===== src/common/l2_axi_settings.svh =====
/* bus widths, fixed AXI ids, burst code, DECERR data pattern and error counter width */

`ifndef L2_AXI_SETTINGS_SVH
`define L2_AXI_SETTINGS_SVH

// address and data bus widths
`define L2_AXI_ADDR_W 32
`define L2_AXI_DATA_W 32

// ids are fixed per channel, one transaction each
`define L2_AXI_RD_ID 4'd0
`define L2_AXI_WR_ID 4'd1

`define L2_AXI_BURST_INCR 2'b01

// pattern handed to the L2 in place of data on a DECERR beat
`define L2_AXI_ERR_DATA 32'habcd1234

`define L2_AXI_ERR_CNT_W 8

`endif


===== src/common/l2_axi_pkg.sv =====
/* request, beat, AXI channel and status structs for the L2 to AXI bridge,
   plus the AXI response code constants */

`include "l2_axi_settings.svh"

package l2_axi_pkg;

    localparam logic [1:0] RESP_OKAY   = 2'b00;
    localparam logic [1:0] RESP_SLVERR = 2'b10;
    localparam logic [1:0] RESP_DECERR = 2'b11;

    // same request layout for reads and writes
    typedef struct packed {
        logic [`L2_AXI_ADDR_W-1:0] addr;
        logic [7:0]                len;  // beats - 1
        logic [2:0]                size;
    } l2_req_t;

    typedef struct packed {
        logic [`L2_AXI_DATA_W-1:0] data;
        logic                      last;
    } l2_rd_beat_t;

    typedef struct packed {
        logic [`L2_AXI_DATA_W-1:0]   data;
        logic [`L2_AXI_DATA_W/8-1:0] strb;
        logic                        last;
    } l2_wr_beat_t;

    // AR and AW
    typedef struct packed {
        logic [`L2_AXI_ADDR_W-1:0] addr;
        logic [7:0]                len;
        logic [2:0]                size;
        logic [1:0]                burst;
        logic [3:0]                id;
    } axi_ax_t;

    typedef struct packed {
        logic [`L2_AXI_DATA_W-1:0] data;
        logic [1:0]                resp;
        logic                      last;
    } axi_r_t;

    typedef struct packed {
        logic [`L2_AXI_DATA_W-1:0]   data;
        logic [`L2_AXI_DATA_W/8-1:0] strb;
        logic                        last;
        logic [3:0]                  id;  // AXI3 wid
    } axi_w_t;

    // one-cycle response report to the tracker
    typedef struct packed {
        logic       valid;
        logic [1:0] resp;
    } resp_evt_t;

    typedef struct packed {
        logic                         rd_err;
        logic                         wr_err;
        logic [`L2_AXI_ERR_CNT_W-1:0] rd_err_cnt;
        logic [`L2_AXI_ERR_CNT_W-1:0] wr_err_cnt;
    } err_status_t;

endpackage


===== src/hw/axi_error_tracker.sv =====
/* sticky error flags and saturating error counters for the read and write channels */

`timescale 1ns/1ps

module axi_error_tracker (
    input  logic                      clk,
    input  logic                      rstn,
    input  logic                      err_clear,
    input  l2_axi_pkg::resp_evt_t     rd_evt,
    input  l2_axi_pkg::resp_evt_t     wr_evt,
    output l2_axi_pkg::err_status_t   err_status
);

    l2_axi_pkg::err_status_t status_q;
    logic                    rd_hit;
    logic                    wr_hit;

    function automatic logic is_err(input l2_axi_pkg::resp_evt_t evt);
        return evt.valid && (evt.resp == l2_axi_pkg::RESP_SLVERR ||
                             evt.resp == l2_axi_pkg::RESP_DECERR);
    endfunction

    assign rd_hit = is_err(rd_evt);
    assign wr_hit = is_err(wr_evt);

    always_ff @(posedge clk) begin
        if (!rstn || err_clear) begin
            status_q <= '0;
        end else begin
            if (rd_hit) begin
                status_q.rd_err <= 1'b1;
                if (status_q.rd_err_cnt != '1) begin  // saturate
                    status_q.rd_err_cnt <= status_q.rd_err_cnt + 1'b1;
                end
            end
            if (wr_hit) begin
                status_q.wr_err <= 1'b1;
                if (status_q.wr_err_cnt != '1) begin
                    status_q.wr_err_cnt <= status_q.wr_err_cnt + 1'b1;
                end
            end
        end
    end

    assign err_status = status_q;

    // counts only go down through err_clear
    a_cnt_monotonic: assert property (
        @(posedge clk) disable iff (!rstn)
        !err_clear |=> err_status.rd_err_cnt >= $past(err_status.rd_err_cnt) &&
                       err_status.wr_err_cnt >= $past(err_status.wr_err_cnt)
    );

endmodule


===== src/hw/l2_axi_bridge.sv =====
/* top level of the L2 to AXI3 bridge, read and write channels plus error tracker */

`timescale 1ns/1ps

module l2_axi_bridge (
    input  logic                     clk,
    input  logic                     rstn,
    // L2 read
    input  logic                     rd_req,
    input  l2_axi_pkg::l2_req_t      rd_req_info,
    output logic                     rd_addr_ok,
    output logic                     rd_data_ok,
    output l2_axi_pkg::l2_rd_beat_t  rd_beat,
    // L2 write
    input  logic                     wr_req,
    input  l2_axi_pkg::l2_req_t      wr_req_info,
    output logic                     wr_addr_ok,
    input  logic                     wr_beat_valid,
    input  l2_axi_pkg::l2_wr_beat_t  wr_beat,
    output logic                     wr_data_ok,
    output logic                     wr_resp_valid,
    output logic [1:0]               wr_resp,
    input  logic                     wr_resp_ready,
    // AXI read
    output l2_axi_pkg::axi_ax_t      ar,
    output logic                     arvalid,
    input  logic                     arready,
    input  l2_axi_pkg::axi_r_t       r,
    input  logic                     rvalid,
    output logic                     rready,
    // AXI write
    output l2_axi_pkg::axi_ax_t      aw,
    output logic                     awvalid,
    input  logic                     awready,
    output l2_axi_pkg::axi_w_t       w,
    output logic                     wvalid,
    input  logic                     wready,
    input  logic [1:0]               bresp,
    input  logic                     bvalid,
    output logic                     bready,
    // status
    input  logic                     err_clear,
    output l2_axi_pkg::err_status_t  err_status
);

    l2_axi_pkg::resp_evt_t rd_evt;
    l2_axi_pkg::resp_evt_t wr_evt;

    l2_axi_read_channel i_rd_chan (
        .clk         (clk),
        .rstn        (rstn),
        .rd_req      (rd_req),
        .rd_req_info (rd_req_info),
        .rd_addr_ok  (rd_addr_ok),
        .rd_data_ok  (rd_data_ok),
        .rd_beat     (rd_beat),
        .ar          (ar),
        .arvalid     (arvalid),
        .arready     (arready),
        .r           (r),
        .rvalid      (rvalid),
        .rready      (rready),
        .rd_evt      (rd_evt)
    );

    l2_axi_write_channel i_wr_chan (
        .clk           (clk),
        .rstn          (rstn),
        .wr_req        (wr_req),
        .wr_req_info   (wr_req_info),
        .wr_addr_ok    (wr_addr_ok),
        .wr_beat_valid (wr_beat_valid),
        .wr_beat       (wr_beat),
        .wr_data_ok    (wr_data_ok),
        .wr_resp_valid (wr_resp_valid),
        .wr_resp       (wr_resp),
        .wr_resp_ready (wr_resp_ready),
        .aw            (aw),
        .awvalid       (awvalid),
        .awready       (awready),
        .w             (w),
        .wvalid        (wvalid),
        .wready        (wready),
        .bresp         (bresp),
        .bvalid        (bvalid),
        .bready        (bready),
        .wr_evt        (wr_evt)
    );

    axi_error_tracker i_err_trk (
        .clk        (clk),
        .rstn       (rstn),
        .err_clear  (err_clear),
        .rd_evt     (rd_evt),
        .wr_evt     (wr_evt),
        .err_status (err_status)
    );

endmodule


===== src/hw/l2_axi_read_channel.sv =====
/* read channel, one L2 read request becomes one INCR burst on AR/R,
   returned beats go back to the L2 as strobes */

`timescale 1ns/1ps
`include "l2_axi_settings.svh"

module l2_axi_read_channel (
    input  logic                     clk,
    input  logic                     rstn,
    // L2 side
    input  logic                     rd_req,
    input  l2_axi_pkg::l2_req_t      rd_req_info,
    output logic                     rd_addr_ok,
    output logic                     rd_data_ok,
    output l2_axi_pkg::l2_rd_beat_t  rd_beat,
    // AXI side
    output l2_axi_pkg::axi_ax_t      ar,
    output logic                     arvalid,
    input  logic                     arready,
    input  l2_axi_pkg::axi_r_t       r,
    input  logic                     rvalid,
    output logic                     rready,
    // to error tracker
    output l2_axi_pkg::resp_evt_t    rd_evt
);

    typedef enum logic [1:0] {
        ST_IDLE,
        ST_ADDR,
        ST_DATA
    } state_t;

    state_t              state;
    state_t              state_nxt;
    l2_axi_pkg::l2_req_t req_q;
    logic                ar_hs;
    logic                r_hs;

    assign arvalid = (state == ST_ADDR);
    assign rready  = (state == ST_DATA);
    assign ar_hs   = arvalid && arready;
    assign r_hs    = rvalid && rready;

    always_ff @(posedge clk) begin
        if (!rstn) begin
            state <= ST_IDLE;
        end else begin
            state <= state_nxt;
        end
    end

    always_comb begin
        state_nxt = state;
        case (state)
            ST_IDLE: begin
                if (rd_req) begin
                    state_nxt = ST_ADDR;
                end
            end
            ST_ADDR: begin
                if (ar_hs) begin
                    state_nxt = ST_DATA;
                end
            end
            ST_DATA: begin
                if (r_hs && r.last) begin
                    state_nxt = ST_IDLE;
                end
            end
            default: state_nxt = ST_IDLE;
        endcase
    end

    // request only loads in idle, so ar holds through any arready stall
    always_ff @(posedge clk) begin
        if (state == ST_IDLE && rd_req) begin
            req_q <= rd_req_info;
        end
    end

    always_comb begin
        ar.addr  = req_q.addr;
        ar.len   = req_q.len;
        ar.size  = req_q.size;  // no narrow alignment
        ar.burst = `L2_AXI_BURST_INCR;
        ar.id    = `L2_AXI_RD_ID;
    end

    assign rd_addr_ok = ar_hs;
    assign rd_data_ok = r_hs;  // L2 takes every beat, no stall

    always_comb begin
        rd_beat.data = r.data;
        if (r.resp == l2_axi_pkg::RESP_DECERR) begin
            rd_beat.data = `L2_AXI_ERR_DATA;
        end
        rd_beat.last = r.last;
    end

    assign rd_evt.valid = r_hs;
    assign rd_evt.resp  = r.resp;

    // AR payload may not move while waiting for arready
    a_ar_stable: assert property (
        @(posedge clk) disable iff (!rstn)
        arvalid && !arready |=> arvalid && $stable(ar)
    );

    // slave returns beats only once AR has been accepted
    a_no_early_rvalid: assert property (
        @(posedge clk) disable iff (!rstn)
        state != ST_DATA |-> !rvalid
    );

endmodule


===== src/hw/l2_axi_write_channel.sv =====
/* write channel, L2 write request becomes an AW transfer, a W burst fed
   by the L2 beat by beat and a B response handed back to the L2 */

`timescale 1ns/1ps
`include "l2_axi_settings.svh"

module l2_axi_write_channel (
    input  logic                     clk,
    input  logic                     rstn,
    // L2 side
    input  logic                     wr_req,
    input  l2_axi_pkg::l2_req_t      wr_req_info,
    output logic                     wr_addr_ok,
    input  logic                     wr_beat_valid,
    input  l2_axi_pkg::l2_wr_beat_t  wr_beat,
    output logic                     wr_data_ok,
    output logic                     wr_resp_valid,
    output logic [1:0]               wr_resp,
    input  logic                     wr_resp_ready,
    // AXI side
    output l2_axi_pkg::axi_ax_t      aw,
    output logic                     awvalid,
    input  logic                     awready,
    output l2_axi_pkg::axi_w_t       w,
    output logic                     wvalid,
    input  logic                     wready,
    input  logic [1:0]               bresp,
    input  logic                     bvalid,
    output logic                     bready,
    // to error tracker
    output l2_axi_pkg::resp_evt_t    wr_evt
);

    typedef enum logic [1:0] {
        ST_IDLE,
        ST_ADDR,
        ST_DATA,
        ST_RESP
    } state_t;

    state_t              state;
    state_t              state_nxt;
    l2_axi_pkg::l2_req_t req_q;
    logic                aw_hs;
    logic                w_hs;
    logic                b_hs;

    assign awvalid = (state == ST_ADDR);
    assign wvalid  = (state == ST_DATA) && wr_beat_valid;
    assign bready  = (state == ST_RESP) && wr_resp_ready;

    assign aw_hs = awvalid && awready;
    assign w_hs  = wvalid && wready;
    assign b_hs  = bvalid && bready;

    always_ff @(posedge clk) begin
        if (!rstn) begin
            state <= ST_IDLE;
        end else begin
            state <= state_nxt;
        end
    end

    always_comb begin
        state_nxt = state;
        case (state)
            ST_IDLE: begin
                if (wr_req) begin
                    state_nxt = ST_ADDR;
                end
            end
            ST_ADDR: begin
                if (aw_hs) begin
                    state_nxt = ST_DATA;
                end
            end
            ST_DATA: begin
                if (w_hs && wr_beat.last) begin
                    state_nxt = ST_RESP;
                end
            end
            ST_RESP: begin
                if (b_hs) begin
                    state_nxt = ST_IDLE;
                end
            end
            default: state_nxt = ST_IDLE;
        endcase
    end

    always_ff @(posedge clk) begin
        if (state == ST_IDLE && wr_req) begin
            req_q <= wr_req_info;
        end
    end

    always_comb begin
        aw.addr  = req_q.addr;
        aw.len   = req_q.len;
        aw.size  = req_q.size;
        aw.burst = `L2_AXI_BURST_INCR;
        aw.id    = `L2_AXI_WR_ID;
    end

    // W payload comes straight from the L2 beat, held by the L2 until wr_data_ok
    always_comb begin
        w.data = wr_beat.data;
        w.strb = wr_beat.strb;
        w.last = wr_beat.last;
        w.id   = `L2_AXI_WR_ID;
    end

    assign wr_addr_ok    = aw_hs;
    assign wr_data_ok    = w_hs;
    assign wr_resp_valid = (state == ST_RESP) && bvalid;
    assign wr_resp       = bresp;

    assign wr_evt.valid = b_hs;
    assign wr_evt.resp  = bresp;

    // L2 keeps the beat steady while the slave stalls wready
    a_w_stable: assert property (
        @(posedge clk) disable iff (!rstn)
        wvalid && !wready |=> wvalid && $stable(w)
    );

endmodule


===== config.mk =====
export PLATFORM = sky130hd
export DESIGN_NAME = l2_axi_bridge
export DESIGN_NICKNAME = d
export VERILOG_FILES = /design/src/common/l2_axi_pkg.sv /design/src/hw/axi_error_tracker.sv /design/src/hw/l2_axi_bridge.sv /design/src/hw/l2_axi_read_channel.sv /design/src/hw/l2_axi_write_channel.sv
export VERILOG_INCLUDE_DIRS = /design/src /design/src/common
export SDC_FILE = /design/constraint.sdc
export NUM_CORES = 1
export LEC_CHECK = 0
export BUFFER_PORTS_ARGS = -buffer_cell sky130_fd_sc_hd__buf_4
export CAP_MARGIN = 0
export CORE_AREA = 4 4 144 146
export DETAILED_ROUTE_END_ITERATION = 16
export DIE_AREA = 0 0 148 150
export HOLD_SLACK_MARGIN = 0.03
export PLACE_DENSITY = 0.49
export SLEW_MARGIN = 20
export SYNTH_ARGS = -nofsm -noshare
export SYNTH_HDL_FRONTEND = slang
export SYNTH_HIERARCHICAL = 1
export SYNTH_SLANG_ARGS = --single-unit

===== constraint.sdc =====
create_clock -name clk -period 8.06 [get_ports clk]
set_input_delay 1.209 -clock clk [delete_from_list [all_inputs] [get_ports clk]]
set_output_delay 1.209 -clock clk [all_outputs]
set_load 0.1 [all_outputs]

==> run_results.csv <==
group,metric,value,unit
power,cellLeakagePower,2.94,nW
layout,fin_util,0.351,
sta,holdWs,490,ps
critical_path,slowest_stage,"nand2_1",
critical_path,max_stage_delay,580,ps
power,power,0.00204,W
critical_path,cp.arrival,2430,ps
place,gp_congestion,0.795,
sta,max_freq,0.275,GHz
layout,final_net_count,749,
place,hpwl,11.5,mm
floorplan,die_h,150,um
sta,slew_headroom,0.343,
floorplan,coreArea,0.0194,mm^2
drt,drc_errors,0,
sta,finalHoldViolCount,0,
power,comb_power_share,0.440,
power,p_switching,0.000958,W
cts,clock_path_buffers,2,
power,peakVddDrop,0.0931,mV
cts,clk_latency,350,ps
drt,vias,3312,
logic_synthesis,syn_inst,327,
drt,drt_iter0_markers,126,
cts,cts_root_buf,"clkbuf_16",
critical_path,path_cells,"buf_4 > nand2_1 > and2_1 > buf_4",
sta,fin_skew,7.15,ps
logic_synthesis,synth_area,0.00446,mm^2
layout,drive_gt1_frac,0.539,
sta,slew_violations,0,
drt,first_pass_iters,4,
power,p_clk_frac,0.210,
sta,worst_pin_slew,986,ps
global_routing,antenna_found_initial,0,
global_routing,first_global_vias,3418,
floorplan,dieWidth,148,um
sta,setup_viol,0,
critical_path,path_common_cell,"buf_4",
cts,htreeDepth,3,
floorplan,rows,51,
cts,cts_setup_buffers,0,
cts,cts_tree,"done",
critical_path,cp_max_fo,32,
drt,avgViaCountPerCell,3.94,
global_routing,grt_pass1_wl,19.4,mm
cts,cts_hold_buf,0,
layout,fin_area,0.00680,mm^2
global_routing,use_met1,0.117,
power,intPower,0.00109,W
critical_path,r2r_slack,6220,ps
sta,rsz0062_at_grt,"no",
global_routing,grt_usage,0.115,
global_routing,met2_usage,0.208,
global_routing,grt_busiest_layer,"met2",
power,seqPwrFrac,0.351,
sta,min_period_over_period,0.451,
power,power_density,300,mW/mm^2
cts,path_clk_slew,70,ps
place,io_buffers,283,
logic_synthesis,avgSynthCellArea,13.6,um^2
sta,period_needed,3640,ps
drt,drt-total-wl,13.8,mm
flow_run,cap_violations,0,
floorplan,ios,374,
drt,wl_per_cell,16.4,um
cts,numCtsBuffers,9,
sta,final.setup.tns,0,ps
cts,post_cts_resized,0,
place,place_area,0.00651,mm^2
drt,ant_nets,0,
global_routing,grtUsageMet3,0.0578,
power,p_sw_frac,0.469,
global_routing,grt_max_degree,44,
critical_path,cp-end-kind,"primary output",
floorplan,initial_core_util,0.230,
critical_path,crit_type,"in2out",
run_status,status,"completed",
floorplan,die_area,0.0222,mm^2
global_routing,grt-ovfl-total,0,
layout,fillerInstances,1951,
layout,area_delta_synth_final,52.5,%
layout,diodes,0,
cts,cts_sinks,108,
critical_path,critPathRequiredTime,6850,ps
critical_path,cp-start-kind,"primary input",
logic_synthesis,ys_warn_count,6,
min_path,hold_path.class,"reg2reg",
power by group through the flow:
| stage | registers [W] | clock network [W] | logic [W] |
|---|---|---|---|
| after detailed placement | 0.000731 | 0 | 0.000904 |
| after global placement | 0.000727 | 0 | 0.000900 |
| after global routing | 0.000723 | 0.000470 | 0.000925 |
| after CTS | 0.000718 | 0.000447 | 0.000904 |
| final | 0.000717 | 0.000428 | 0.000898 |
| after floorplan | 0.00118 | 0 | 0.000344 |
registers in the layout (all words and copies together) (netlist names):
signal / count
i_err_trk/err_status: 18
i_rd_chan/state: 2
i_wr_chan/state: 2
i_rd_chan/ar: 43
i_wr_chan/aw: 43
critical path, delay by kind of cell:
family | cells | cell delay [ps]
buf+inv | 2 | 400
simple gates | 2 | 810
worst paths after layout:
| kind | from | to | cells past startpoint |
|---|---|---|---|
| worst min register to register | i_err_trk/err_status[16] | i_err_trk/err_status[16] | 2 |
| worst min-delay path | i_err_trk/err_status[16] | i_err_trk/err_status[16] | 2 |
| worst max register to register | i_wr_chan/state[0] | i_wr_chan/aw[26] | 3 |
| worst max-delay path | r[2] | rd_beat[9] | 4 |
through the flow:
stage | worst slack, ps | instances
finish | 4420 | 840
global route | 4270 | 840
CTS | 4400 | 840
detailed placement | 4410 | 824
global placement | 4460 | 824
floorplan | 3200 | 339
cells in the final DEF (no fill, tap or decap), types with 5 or more instances in the layout:
cell,count
dfxtp_1,22
nand3_1,9
edfxtp_1,86
and2_1,21
nand2b_1,17
nand2_1,13
nor3_1,7
clkbuf_16,9
a31oi_1,5
ha_1,7
conb_1,16
inv_1,8
nor2_1,12
buf_4,284
layout make-up:
type                    instances  area, um^2  share of cell area
flip-flops and latches        108        3020               0.444
repair buffers                284        2130               0.313
multi-input cells             159         992               0.146
well taps                     265         332              0.0487
clock buffers                  10         239              0.0351
clock inverters                 6        55.1             0.00809
inverters                       8        30.0             0.00441
metal layers:
| layer | part of all wire | wire [um] |
|---|---|---|
| met3 | 0.13 | 1840 |
| met5 | 0 | 0 |
| met1 | 0.35 | 4760 |
| met2 | 0.51 | 7020 |
| met4 | 0.013 | 175 |
Power figures use the tool's default switching activity.
